`src/source/manycore_pkg.sv`:
```
// shared widths, packet layouts and opcodes for the manycore network tile
// import with a wildcard in the module header of any block that needs them
// packet fields are packed low to high and addressed through the _ofs_lp offsets

package manycore_pkg;

  // ------------------------------
  // base widths
  // ------------------------------
  localparam int x_cord_width_lp = 4;
  localparam int y_cord_width_lp = 4;
  localparam int addr_width_lp   = 8;
  localparam int data_width_lp   = 32;
  localparam int op_width_lp     = 2;

  // request fifo depth in the endpoint
  localparam int req_fifo_els_lp = 4;
  // local word memory size, one word per address
  localparam int mem_words_lp    = 256;

  // ------------------------------
  // field vectors
  // ------------------------------
  typedef logic [x_cord_width_lp-1:0] x_cord_t;
  typedef logic [y_cord_width_lp-1:0] y_cord_t;
  typedef logic [addr_width_lp-1:0]   addr_t;
  typedef logic [data_width_lp-1:0]   data_t;
  typedef logic [op_width_lp-1:0]     op_t;

  // request opcodes
  localparam op_t op_load_lp  = 2'd0;
  localparam op_t op_store_lp = 2'd1;

  // ------------------------------
  // request packet layout
  // ------------------------------
  // op | addr | data | src_x | src_y | dst_x | dst_y, low bits first
  localparam int op_ofs_lp    = 0;
  localparam int addr_ofs_lp  = op_ofs_lp + op_width_lp;
  localparam int data_ofs_lp  = addr_ofs_lp + addr_width_lp;
  localparam int src_x_ofs_lp = data_ofs_lp + data_width_lp;
  localparam int src_y_ofs_lp = src_x_ofs_lp + x_cord_width_lp;
  localparam int dst_x_ofs_lp = src_y_ofs_lp + y_cord_width_lp;
  localparam int dst_y_ofs_lp = dst_x_ofs_lp + x_cord_width_lp;

  // 58 bits total
  localparam int packet_width_lp = dst_y_ofs_lp + y_cord_width_lp;

  typedef logic [packet_width_lp-1:0] packet_t;

  // ------------------------------
  // return packet layout
  // ------------------------------
  // type | data | dst_x | dst_y, low bits first
  localparam int ret_type_ofs_lp  = 0;
  localparam int ret_data_ofs_lp  = ret_type_ofs_lp + 1;
  localparam int ret_dst_x_ofs_lp = ret_data_ofs_lp + data_width_lp;
  localparam int ret_dst_y_ofs_lp = ret_dst_x_ofs_lp + x_cord_width_lp;

  // 41 bits total
  localparam int return_packet_width_lp = ret_dst_y_ofs_lp + y_cord_width_lp;

  typedef logic [return_packet_width_lp-1:0] return_packet_t;

  // return type bit
  // load data carries the word, store ack carries zero
  localparam logic ret_type_load_lp  = 1'b0;
  localparam logic ret_type_store_lp = 1'b1;

endpackage

```
`src/source/fifo_small.sv`:
```
// small circular-buffer FIFO, valid/ready on the write side, valid/yumi on the read side
// a word written at one edge is visible on data_o right after that edge
// els_p must be at least 2; any depth works, not only powers of two

`timescale 1ns/1ps

module fifo_small #(
  parameter int width_p = 8,
  parameter int els_p   = 4
) (
  input  logic               clk_i,
  input  logic               reset_i,

  input  logic               v_i,
  input  logic [width_p-1:0] data_i,
  output logic               ready_o,

  output logic               v_o,
  output logic [width_p-1:0] data_o,
  input  logic               yumi_i
);

  localparam int ptr_width_lp = $clog2(els_p);

  logic [width_p-1:0]      mem_r [els_p];
  logic [ptr_width_lp-1:0] wptr_r, rptr_r;
  logic [ptr_width_lp-1:0] wptr_next, rptr_next;
  logic                    full_r, empty_r;
  logic                    enq, deq;

  assign ready_o = ~full_r;
  assign v_o     = ~empty_r;
  assign enq     = v_i & ~full_r;
  assign deq     = yumi_i;

  // wrap explicitly so odd depths work
  assign wptr_next = (wptr_r == ptr_width_lp'(els_p - 1)) ? '0 : wptr_r + 1'b1;
  assign rptr_next = (rptr_r == ptr_width_lp'(els_p - 1)) ? '0 : rptr_r + 1'b1;

  // head entry straight out of the storage registers
  assign data_o = mem_r[rptr_r];

  // pointers and occupancy flags
  always_ff @(posedge clk_i) begin
    if (reset_i) begin
      wptr_r  <= '0;
      rptr_r  <= '0;
      full_r  <= 1'b0;
      empty_r <= 1'b1;
    end else begin
      if (enq)
        wptr_r <= wptr_next;
      if (deq)
        rptr_r <= rptr_next;
      // flags only move when the count changes
      if (enq & ~deq) begin
        empty_r <= 1'b0;
        full_r  <= (wptr_next == rptr_r);
      end else if (deq & ~enq) begin
        full_r  <= 1'b0;
        empty_r <= (rptr_next == wptr_r);
      end
    end
  end

  // storage array
  always_ff @(posedge clk_i) begin
    if (enq)
      mem_r[wptr_r] <= data_i;
  end

  // consumer may only take what is there
  a_no_yumi_when_empty: assert property (@(posedge clk_i) disable iff (reset_i)
    yumi_i |-> v_o);

  // a refused write must be offered again unchanged
  a_hold_while_not_ready: assert property (@(posedge clk_i) disable iff (reset_i)
    v_i && !ready_o |=> v_i && $stable(data_i));

endmodule

```
`src/source/two_fifo.sv`:
```
// two-entry FIFO for the return path
// a full FIFO still takes a new entry in a cycle where the head is dequeued

`timescale 1ns/1ps

module two_fifo #(
  parameter int width_p = 8
) (
  input  logic               clk_i,
  input  logic               reset_i,

  input  logic               v_i,
  input  logic [width_p-1:0] data_i,
  output logic               ready_o,

  output logic               v_o,
  output logic [width_p-1:0] data_o,
  input  logic               yumi_i
);

  logic [width_p-1:0] mem_r [2];
  // head selects the read entry, tail the write entry
  logic               head_r, tail_r;
  logic               full_r, empty_r;
  logic               enq, deq;

  // ready reports space only, the same-cycle dequeue case is handled in enq
  assign ready_o = ~full_r;
  assign v_o     = ~empty_r;
  assign data_o  = mem_r[head_r];

  assign deq = yumi_i;
  assign enq = v_i & (~full_r | yumi_i);

  always_ff @(posedge clk_i) begin
    if (reset_i) begin
      head_r  <= 1'b0;
      tail_r  <= 1'b0;
      full_r  <= 1'b0;
      empty_r <= 1'b1;
    end else begin
      if (enq)
        tail_r <= ~tail_r;
      if (deq)
        head_r <= ~head_r;
      // one in, none out: second entry fills the fifo
      if (enq & ~deq) begin
        empty_r <= 1'b0;
        full_r  <= ~empty_r;
      end else if (deq & ~enq) begin
        full_r  <= 1'b0;
        empty_r <= ~full_r;
      end
    end
  end

  // when full, tail == head and the old head leaves in the same cycle
  always_ff @(posedge clk_i) begin
    if (enq)
      mem_r[tail_r] <= data_i;
  end

  // upstream never waits, so a full fifo must drain when something arrives
  a_deq_when_full: assert property (@(posedge clk_i) disable iff (reset_i)
    full_r && v_i |-> yumi_i);

endmodule

```
`src/source/manycore_endpoint.sv`:
```
// mesh link endpoint of a tile
// queues incoming requests and incoming returns, passes outgoing traffic to the link
// the reverse link is always accepted, so the return FIFO must be drained when full

`timescale 1ns/1ps

module manycore_endpoint
  import manycore_pkg::*;
(
  input  logic           clk_i,
  input  logic           reset_i,

  // mesh link
  input  logic           link_fwd_v_i,
  input  packet_t        link_fwd_data_i,
  output logic           link_fwd_ready_o,
  output logic           link_fwd_v_o,
  output packet_t        link_fwd_data_o,
  input  logic           link_fwd_ready_i,
  input  logic           link_rev_v_i,
  input  return_packet_t link_rev_data_i,
  output logic           link_rev_v_o,
  output return_packet_t link_rev_data_o,
  input  logic           link_rev_ready_i,

  // incoming request
  output logic           packet_v_o,
  output packet_t        packet_o,
  input  logic           packet_yumi_i,

  // outgoing response
  input  logic           return_packet_v_i,
  input  return_packet_t return_packet_i,
  output logic           return_packet_ready_o,

  // outgoing request
  input  logic           packet_v_i,
  input  packet_t        packet_i,
  output logic           packet_ready_o,

  // incoming response
  output logic           return_packet_v_o,
  output return_packet_t return_packet_o,
  input  logic           return_packet_yumi_i,
  output logic           return_packet_fifo_full_o
);

  // ------------------------------
  // incoming requests
  // ------------------------------
  // local memory may stall, so requests wait here
  fifo_small #(
    .width_p(packet_width_lp),
    .els_p  (req_fifo_els_lp)
  ) req_fifo (
    .clk_i  (clk_i),
    .reset_i(reset_i),
    .v_i    (link_fwd_v_i),
    .data_i (link_fwd_data_i),
    .ready_o(link_fwd_ready_o),
    .v_o    (packet_v_o),
    .data_o (packet_o),
    .yumi_i (packet_yumi_i)
  );

  // ------------------------------
  // outgoing responses
  // ------------------------------
  // straight onto the reverse link
  assign link_rev_v_o          = return_packet_v_i;
  assign link_rev_data_o       = return_packet_i;
  assign return_packet_ready_o = link_rev_ready_i;

  // ------------------------------
  // outgoing requests
  // ------------------------------
  assign link_fwd_v_o    = packet_v_i;
  assign link_fwd_data_o = packet_i;
  assign packet_ready_o  = link_fwd_ready_i;

  // ------------------------------
  // incoming returns
  // ------------------------------
  logic returned_fifo_ready;

  two_fifo #(
    .width_p(return_packet_width_lp)
  ) returned_fifo (
    .clk_i  (clk_i),
    .reset_i(reset_i),
    .v_i    (link_rev_v_i),
    .data_i (link_rev_data_i),
    .ready_o(returned_fifo_ready),
    .v_o    (return_packet_v_o),
    .data_o (return_packet_o),
    .yumi_i (return_packet_yumi_i)
  );

  // no space left means both entries held
  assign return_packet_fifo_full_o = ~returned_fifo_ready;

endmodule

```
`config.mk`:
```
export PLATFORM = sky130hd
export DESIGN_NAME = manycore_endpoint
export DESIGN_NICKNAME = d
export VERILOG_FILES = /design/src/source/manycore_pkg.sv /design/src/source/fifo_small.sv /design/src/source/two_fifo.sv /design/src/source/manycore_endpoint.sv
export SDC_FILE = /design/constraint.sdc
export NUM_CORES = 1
export LEC_CHECK = 0
export ABC_AREA = 1
export ABC_CLOCK_PERIOD_IN_PS = 3500
export BUFFER_PORTS_ARGS = -buffer_cell sky130_fd_sc_hd__clkbuf_2
export CORE_UTILIZATION = 45
export DETAILED_ROUTE_END_ITERATION = 10
export PLACE_DENSITY = 0.75
export RECOVER_POWER = 50
export SYNTH_ARGS = -nofsm -noshare
export SYNTH_HDL_FRONTEND = slang
export SYNTH_SLANG_ARGS = --single-unit
```
`constraint.sdc`:
```
create_clock -name clk_i -period 3.5 [get_ports clk_i]
set_input_delay 0.7 -clock clk_i [delete_from_list [all_inputs] [get_ports clk_i]]
set_output_delay 0.7 -clock clk_i [all_outputs]
set_load 0.005 [all_outputs]
```
==> results.md, run 1 <==
* Crit Path Class: reg2out
* Critical Path RT at approximately 2.8 ns
* Storage cell area at just under 0.01 mm²
* Reg2reg end: returned_fifo.mem_r[1][15]
* Per-cell routed wire length at 23.2 µm
* Delay of the slowest cell on the worst path at 0.51 ns
* Layer with the highest usage: met2
* Global Route met2 Usage at 0.364
* Ranking of synthesized cells by area: edfxtp_1, buf_4, o21ai_0
* First-pass GRT wire length at approximately 45 mm
* Global route overflow at 0
* Fmax at 0.348 GHz
* R2R Path Start: returned_fifo.full_r
* Synth Area in Compound Gates at 0.0794
* Core Util, Final at 0.520
* CP endpoint: packet_o[47]
* Num CTS Buffers at 35
* Final min period at between 2 and 3 ns
* Ports at between 400 and 500
* Clk buf depth at 3
* Filler cells at roughly 2400
* DR iter-0 viols at 598
* CP Buf/Inv Count at 2
* Main combinational cell family by area after synthesis: buffers and inverters
* CP delay by family, top: buffers and inverters
* Layout cells sized above 1 at 0.225
* Mapped cell area at 0.0130 mm²
* Max-Cap Viols at 0
* CTS tree: built
* Die width at roughly 170 µm
* Leak pwr at a little over 5 nW
* Setup fix buffers added after clock tree synthesis at 0
* Post-synthesis register bit count at 327
* Max VDD drop at about 500 µV
* Reg2reg setup slack at 1.41 ns
* M1 GR Usage at 0.216
* Final count of hold timing violations at 0
* Vias in the first global route at ~7000
* Routability-driven placement congestion ratio at between 0.8 and 0.9
* Clock tree sinks at roughly 330
* Crit path max fanout at approximately 120
* Asr flop ratio synth at 0
* Post-Syn Instances at 876
* Worst-margin pin slew at 0.875 ns
* Post-synthesis mux area share at 0.0356
* Reg2Reg Depth at 4
* # diodes at 0
* Pre-antenna DRT Iters at 5
* Vias post-DR at about 7300
* Final Slew Violations at 0
* Antenna violations before repair at 0
* Crit path cell chain: inv_6, o21ai_0, o22ai_1, clkbuf_2
* Initial Utilization at 0.462
* Routed Antenna Nets at 0
* Core region area at about 0.028 mm²
* Rel. slew slack at 0.417
* Post-synth EDFFs at around 310
* Vias per cell at roughly 5.3
* P&R area growth vs syn at 12.6%
* CP startpoint kind: flop
* RSZ-0062 raised after global routing: no
* Multi-input logic area at roughly 0.0022 mm²
* Outcome: finished clean
* Most common cell in the synthesized netlist: edfxtp_1
* GR Util All Layers at 0.208
* CTS Hold Bufs at 0
* Clock slew at reported path FFs at 0.06 ns
* DP Worst Slack at approximately 1.1 ns
* Synth cell types at 28
* Height of the die at ~170 µm
* Critical path arrival at 2.17 ns
* Crit. path cell count at 4
* Post-synthesis sequential area ratio at 0.747
* Site Rows at 61
* Clock Latency Late Sink at around 0.52 ns
* HPWL after DPL at approximately 21 mm
* Total number of H-tree levels at 2
* Largest net degree at the start of global routing at around 120
* Syn_area_per_cell at ~15 µm²
* Clk root buf: clkbuf_16
* Slowest-stage cell, CP: inv_6
* P per Cell Area at ~610 mW/mm²
* Nets at approximately 1200
* XOR/XNOR share of the synthesized area at 0.00135
* Final TNS setup at 0 ns
* IO buf count at just over 200
* Clock Skew at approximately 0.018 ns
* Hold Crit Class: in2reg
* Setup violations, final at 0
* Met3 Use GR at 0.0815
* Final WS setup at approximately 0.63 ns
* Syn Nets at between 1000 and 1500
* DRC viols at 0
* Cell taking the most area after synthesis: edfxtp_1
* Synth warn at 0
* Die ar. at between 0.02 and 0.03 mm²
* Simple-gate share of the synthesized area at 0.0424
* Routed WL at between 30 and 40 mm
* Adder-cell share of the synthesized area at 0.00675
* Post_cts resized at 0
* Most common library cells after synthesis: edfxtp_1, nor2_1, o21ai_0
* Crit path capture type: primary output
* Final Cycle Share at 0.821
* Top FF cell, synth: edfxtp_1
* Yosys top cell area share at 0.727
flip-flops by register name (all words and copies together) (netlist names), named ones only:
name                   count
req_fifo.mem_r           232
returned_fifo.mem_r       82
req_fifo.rptr_r            2
req_fifo.wptr_r            2
req_fifo.empty_r           1
req_fifo.full_r            1
returned_fifo.empty_r      1
returned_fifo.full_r       1
returned_fifo.head_r       1
returned_fifo.tail_r       1
worst reg2reg max path, delay by kind of cell (launching register included):
family / cells / cell delay [ns]
simple gates: 1 / 0.34
compound gates: 1 / 0.39
buf+inv: 2 / 0.65
flops: 1 / 0.33
area by class of cell:
cell class / count / share of cell area
Timing Repair Buffer: 218 / 0.0737
Multi-Input combinational cell: 383 / 0.149
Sequential cell: 327 / 0.664
Tap cell: 378 / 0.0324
Clock inverter: 21 / 0.0132
Clock buffer: 41 / 0.0616
Inverter: 21 / 0.00574
worst min path at each step:
stage / start / endpoint / slack [ns] / depth (start not counted)
after CTS: link_rev_data_i[3] / returned_fifo.mem_r[1][3] / 0.36 / 1
after detailed placement: req_fifo.empty_r / req_fifo.empty_r / 0.47 / 2
after global placement: returned_fifo.empty_r / returned_fifo.empty_r / 0.45 / 2
after global routing: link_rev_data_i[40] / returned_fifo.mem_r[1][40] / 0.36 / 1
final: link_rev_data_i[0] / returned_fifo.mem_r[0][0] / 0.38 / 1
after floorplan: req_fifo.empty_r / req_fifo.empty_r / 0.43 / 2
cells by family (layout without fill, tap and decap cells):
family | count (synthesis) | after routing
adder cells (fa/ha/maj) | 7 | 7
AND/OR/NAND/NOR | 144 | 144
multiplexers | 41 | 41
flip-flops | 327 | 327
buffers and inverters | 166 | 301
AO/OA/AOI/OAI | 189 | 189
XOR/XNOR | 2 | 2
through the flow:
| step | hold slack [ns] | total power (W) | cells | instance area, µm² |
|---|---|---|---|---|
| floorplan | 0.429 | 0.00521 | 876 | 13000 |
| global placement | 0.450 | 0.00550 | 1327 | 13600 |
| detailed placement | 0.468 | 0.00552 | 1327 | 13600 |
| CTS | 0.365 | 0.00900 | 1389 | 14700 |
| global route | 0.364 | 0.00920 | 1389 | 14600 |
| finish | 0.384 | 0.00890 | 1389 | 14600 |
placed cells by master, fill, tap and decap left out, drive strengths merged, types with 2 or more instances in the layout:
| master | count |
|---|---|
| nor2 | 129 |
| ha | 7 |
| nor3 | 2 |
| edfxtp | 314 |
| mux2 | 41 |
| nand2 | 10 |
| clkbuf | 248 |
| nand3 | 2 |
| bufinv | 2 |
| o21ai | 121 |
| a21oi | 8 |
| dfxtp | 13 |
| o22ai | 58 |
| clkinvlp | 2 |
| buf | 11 |
| clkinv | 15 |
| inv | 23 |
report_power, final:
group          total [W]  switching [W]  internal (W)
registers        0.00458      0.0000572       0.00452
logic           0.000839       0.000533      0.000307
clock network    0.00348        0.00147       0.00201
total            0.00890        0.00206       0.00684
per-layer routing:
layer / up-vias / share of wire
met3: 96 / 0.11
met2: 323 / 0.52
met4: 0 / 0.050
met5: - / 0
li1: 3345 / -
met1: 3576 / 0.32
Note: power is estimated with default switching activity, not from simulation.
==> inputs of run 2 (changes only) <==
--- a/config.mk
+++ b/config.mk
@@ -6,11 +6,11 @@
 export NUM_CORES = 1
 export LEC_CHECK = 0
 export ABC_AREA = 1
-export ABC_CLOCK_PERIOD_IN_PS = 3500
+export ABC_CLOCK_PERIOD_IN_PS = 2700
 export BUFFER_PORTS_ARGS = -buffer_cell sky130_fd_sc_hd__clkbuf_2
 export CORE_UTILIZATION = 45
 export DETAILED_ROUTE_END_ITERATION = 10
-export PLACE_DENSITY = 0.75
+export PLACE_DENSITY = 0.72
 export RECOVER_POWER = 50
 export SYNTH_ARGS = -nofsm -noshare
 export SYNTH_HDL_FRONTEND = slang
==> constraint.sdc (replaced) <==
create_clock -name clk_i -period 2.7 [get_ports clk_i]
set_input_delay 0.54 -clock clk_i [delete_from_list [all_inputs] [get_ports clk_i]]
set_output_delay 0.54 -clock clk_i [all_outputs]
set_load 0.005 [all_outputs]
==> results.md, run 2 (same netlist as run 1, synthesis figures left out) <==
* Outcome: finished clean
* Crit path capture type: primary output
* Vias post-DR at 7352 (+0.16%)
* Reg2reg end: req_fifo.mem_r[1][40]
* Die width at 172 µm (unchanged)
* Largest Register: req_fifo.mem_r
* Global route overflow at 0 (unchanged)
* CTS tree: built
* Clk buf depth at 3 (unchanged)
* Max reg flops at 232 (unchanged)
* Ports at 414 (unchanged)
* Nets at 1208 (+0.58%)
* Max-Cap Viols at 0 (unchanged)
* Final count of hold timing violations at 0 (unchanged)
* Max VDD drop at 577 µV (+15%)
* Reg2reg setup slack at 0.94 ns (-0.47 ns)
* CP startpoint kind: flop
* P&R area growth vs syn at 13.2%
* Largest regs: req_fifo.mem_r (232), returned_fifo.mem_r (82)
* Height of the die at 172 µm (unchanged)
* Routed WL at 32.6 mm (+1.1%)
* Largest net degree at the start of global routing at 87 (-26%)
* Hold Crit Class: in2reg
* Final Cycle Share at 0.943
* Clk root buf: clkbuf_16
* Critical path arrival at 2.01 ns (-0.16 ns)
* Final TNS setup at 0 ns (unchanged)
* DR iter-0 viols at 579 (-3.2%)
* Final Slew Violations at 0 (unchanged)
* Setup violations, final at 0 (unchanged)
* Setup fix buffers added after clock tree synthesis at 0 (unchanged)
* Critical Path RT at 2.16 ns (-0.64 ns)
* CTS Hold Bufs at 0 (unchanged)
* Final min period at around 2.5 ns
* Final WS setup at 0.154 ns (-0.472 ns)
* Initial Utilization at 0.462 (unchanged)
* Total number of H-tree levels at 2 (unchanged)
* Routed Antenna Nets at 0 (unchanged)
* Worst-margin pin slew at 0.565 ns (-0.310 ns)
* IO buf count at 207 (unchanged)
* HPWL after DPL at 21.7 mm (+2.3%)
* Reg2Reg Depth at 4 (unchanged)
* Pre-antenna DRT Iters at 7 (+2)
* Power Total at 0.0115 W (+29%)
* Leak pwr at 5.08 nW (+0.35%)
* P per Cell Area at 783 mW/mm² (+28%)
* Vias per cell at 5.27 (-0.34%)
* Die ar. at 0.0295 mm² (unchanged)
* DP Worst Slack at 0.644 ns (-0.500 ns)
* Fmax at roughly 0.39 GHz
* Vias in the first global route at 6994 (-0.29%)
* Most frequent cells in the layout: edfxtp_1, nor2_1, o21ai_0
* RSZ-0062 raised after global routing: no
* R2R Path Start: req_fifo.full_r
* Layout cells sized above 1 at 0.223 (-0.00132)
* Hold slack at 0.235 ns (-0.149 ns)
* DRC viols at 0 (unchanged)
* CP endpoint: packet_o[2]
* Routability-driven placement congestion ratio at 0.817 (-3.3%)
* Num CTS Buffers at 34 (-2.9%)
* Clock Latency Late Sink at 0.50 ns (-0.02 ns)
* GR Util All Layers at 0.210 (+0.00140)
* Antenna violations before repair at 3 (+3)
* Site Rows at 61 (unchanged)
* Clock Skew at 0.0149 ns (-0.00329 ns)
* First-pass GRT wire length at 44.9 mm (+0.76%)
* Most common cell after layout, fill and taps aside: edfxtp_1
* Crit Path Class: reg2out
* Core region area at 0.0281 mm² (unchanged)
* Clock tree sinks at 327 (unchanged)
* Clock slew at reported path FFs at 0.06 ns (about the same)
* Post_cts resized at 0 (unchanged)
* Crit path max fanout at 68 (-41%)
* Per-cell routed wire length at 23.4 µm (+0.55%)
* Rel. slew slack at 0.623 (+0.206)
-- run 2: changes by cell type in the layout (fill, tap and decap cells not counted), sizes merged --
cell	change
buf	+8
clkinv	+1
diode	+1
inv	-2
clkinvlp	-1
-- run 2: critical path, cell delays in order, from the launching register on --
cell	delay (ns)
dfxtp_4	0.37
inv_6	0.36
buf_4	0.29
o21ai_0	0.11
o22ai_1	0.18
clkbuf_2	0.15
-- run 2: worst min path at each step --
stage	from	endpoint	depth (start not counted)
floorplan	req_fifo.empty_r	req_fifo.empty_r	2
global placement	returned_fifo.empty_r	returned_fifo.empty_r	2
detailed placement	req_fifo.empty_r	req_fifo.empty_r	2
CTS	link_rev_data_i[8]	returned_fifo.mem_r[1][8]	1
global route	link_rev_data_i[8]	returned_fifo.mem_r[1][8]	1
finish	link_rev_data_i[14]	returned_fifo.mem_r[0][14]	1
-- run 2: cell type report --
cell class / count / area [µm²]
fill: 2348 / 13400
sequential: 327 / 9690
multi-input combinational: 383 / 2190
timing repair buffer: 226 / 1160
clock buffer: 41 / 908
tap: 378 / 473
clock inverter: 19 / 163
inverter: 21 / 85.1
antenna: 1 / 2.50
-- run 2: through the flow --
stage	util	cells	area, µm²
finish	0.522	1396	14700
global route	0.522	1395	14700
CTS	0.526	1395	14800
detailed placement	0.488	1335	13700
global placement	0.488	1335	13700
floorplan	-	876	13000
-- run 2: metal layers --
layer / vias to the layer above / GRT usage / wire (µm) / share of wire
met5: - / 0.0104 / 74 / 0.0023
met4: 6 / 0.0708 / 929 / 0.028
met3: 76 / 0.0925 / 3730 / 0.11
met2: 330 / 0.374 / 17100 / 0.52
met1: 3583 / 0.218 / 10800 / 0.33
li1: 3357 / - / - / -
-- run 2: power breakdown --
| part | total (W) | switching [W] | internal, W |
|---|---|---|---|
| clock | 0.00444 | 0.00184 | 0.00260 |
| sequential | 0.00593 | 0.0000659 | 0.00586 |
| combinational | 0.00112 | 0.000706 | 0.000415 |
| total | 0.0115 | 0.00261 | 0.00888 |
==> inputs of run 3 (changes only) <==
--- a/config.mk
+++ b/config.mk
@@ -8,6 +8,7 @@
 export ABC_AREA = 1
 export ABC_CLOCK_PERIOD_IN_PS = 2700
 export BUFFER_PORTS_ARGS = -buffer_cell sky130_fd_sc_hd__clkbuf_2
+export CORE_MARGIN = 2
 export CORE_UTILIZATION = 45
 export DETAILED_ROUTE_END_ITERATION = 10
 export PLACE_DENSITY = 0.72
==> results.md, run 3 (same netlist as run 1, synthesis figures left out) <==
* Outcome: finished clean
* Global route overflow at 0 (unchanged)
* Clock slew at reported path FFs at 0.06 ns (about the same)
* First-pass GRT wire length at 46.0 mm (+2.6%)
* CTS tree: built
* Critical Path RT at 2.16 ns (about the same)
* Num CTS Buffers at 31 (-8.8%)
* Setup violations, final at 0 (unchanged)
* Pre-antenna DRT Iters at 5 (-2)
* Die width at 174 µm (+1.2%)
* GR Util All Layers at 0.203 (-0.00644)
* Power Total at 0.0111 W (-3.2%)
* Setup fix buffers added after clock tree synthesis at 0 (unchanged)
* Per-cell routed wire length at 22.9 µm (-2.1%)
* Clk root buf: clkbuf_16
* Initial Utilization at 0.454 (-0.00745)
* Storage cell area at 0.00969 mm² (unchanged)
* Worst-margin pin slew at 0.562 ns (-0.00352 ns)
* P&R area growth vs syn at 12.6%
* IO buf count at 207 (unchanged)
* Crit Path Class: reg2out
* Final min period at 2.56 ns (+0.0126 ns)
* Ports at 414 (unchanged)
* Max reg flops at 232 (unchanged)
* Rel. slew slack at 0.625 (+0.00234)
* Core region area at 0.0285 mm² (+1.6%)
* Clock tree sinks at 327 (unchanged)
* Critical path arrival at 2.02 ns (about the same)
* Routed Antenna Nets at 0 (unchanged)
* DR iter-0 viols at 604 (+4.3%)
* Multi-input logic area at 0.00219 mm² (unchanged)
* Most frequent cells in the layout: edfxtp_1, clkbuf_2, nor2_1
* Fmax at 0.391 GHz (-0.49%)
* Filler cells at 2427 (+3.4%)
* Die ar. at 0.0302 mm² (+2.3%)
* Clk buf depth at 3 (unchanged)
* Final count of hold timing violations at 0 (unchanged)
* Layout cells sized above 1 at 0.236 (+0.0130)
* Site Rows at 62 (+1.6%)
* Clock Skew at 0.0229 ns (+0.00800 ns)
* Vias per cell at 5.19 (-1.4%)
* Vias in the first global route at 7139 (+2.1%)
* Hold Crit Class: in2reg
* Max VDD drop at 564 µV (-2.2%)
* Nets at 1206 (-0.17%)
* Routability-driven placement congestion ratio at 0.823 (+0.78%)
* HPWL after DPL at 22.1 mm (+1.8%)
* Largest net degree at the start of global routing at 117 (+34%)
* RSZ-0062 raised after global routing: no
* Core Util, Final at 0.511 (-0.0110)
* Height of the die at 174 µm (+1.2%)
* CP startpoint kind: flop
* Largest Register: req_fifo.mem_r
* Max-Cap Viols at 0 (unchanged)
* Antenna violations before repair at 1 (-2)
* Final Cycle Share at 0.947 (+0.00467)
* Vias post-DR at 7272 (-1.1%)
* Routed WL at 32.0 mm (-1.8%)
* Largest regs: req_fifo.mem_r (232), returned_fifo.mem_r (82)
* Most common cell after layout, fill and taps aside: edfxtp_1
* Clock Latency Late Sink at 0.56 ns (+0.06 ns)
* Crit path capture type: primary output
* Total number of H-tree levels at 1 (-1)
* Leak pwr at 5.08 nW (about the same)
* DRC viols at 0 (unchanged)
* P per Cell Area at 761 mW/mm² (-2.8%)
* Final Slew Violations at 0 (unchanged)
* Crit path max fanout at 116 (+71%)
[run 3: repair_timing]
action	CTS	global route
setup endpoints to repair	0	1
hold buffers	0	0
resized for setup	0	1
[run 3: area by class of cell]
class	instances	area share
Antenna cell	1	0.000171
Clock buffer	36	0.0544
Clock inverter	22	0.0108
Inverter	21	0.00591
Multi-Input combinational cell	383	0.150
Sequential cell	327	0.664
Tap cell	384	0.0329
Timing Repair Buffer	227	0.0818
[run 3: power by group]
part | switching [W] | total (W) | internal, W | leakage, nW
Sequential | 0.0000740 | 0.00594 | 0.00586 | 3.00
Combinational | 0.000694 | 0.00112 | 0.000422 | 1.62
Clock | 0.00178 | 0.00406 | 0.00229 | 0.460
Total | 0.00254 | 0.0111 | 0.00857 | 5.08
[run 3: worst paths after layout]
path	startpoint	end	slack, ns	depth (start not counted)
worst max register to register	req_fifo.full_r	req_fifo.mem_r[3][22]	0.96	4
worst min register to register	req_fifo.empty_r	req_fifo.empty_r	0.47	2
worst max-delay path	flop	packet_o[46]	0.14	4
worst min-delay path	link_rev_data_i[2]	returned_fifo.mem_r[0][2]	0.18	1
[run 3: routing by layer]
metal	part of all wire	GRT usage
met4	0.027	0.0641
met2	0.54	0.378
met3	0.098	0.0746
met5	0	0
met1	0.33	0.211
[run 3: worst max-delay path, cell delays in order, from the launching register on]
cell	delay (ns)
dfxtp_4	0.39
buf_12	0.40
o21ai_0	0.17
o22ai_1	0.32
clkbuf_2	0.18
[run 3: metrics by stage]
step / setup slack (ns) / hold slack, ns / area (µm²) / setup TNS (ns) / instances
2_1_floorplan: -0.880 / 0.429 / 13000 / -204.27 / 876
3_3_place_gp: 0.657 / 0.450 / 13700 / 0 / 1342
3_5_place_dp: 0.628 / 0.458 / 13700 / 0 / 1342
4_1_cts: 0.0467 / 0.159 / 14700 / 0 / 1400
5_1_grt: 0.0143 / 0.159 / 14600 / 0 / 1400
6_report: 0.142 / 0.183 / 14600 / 0 / 1401
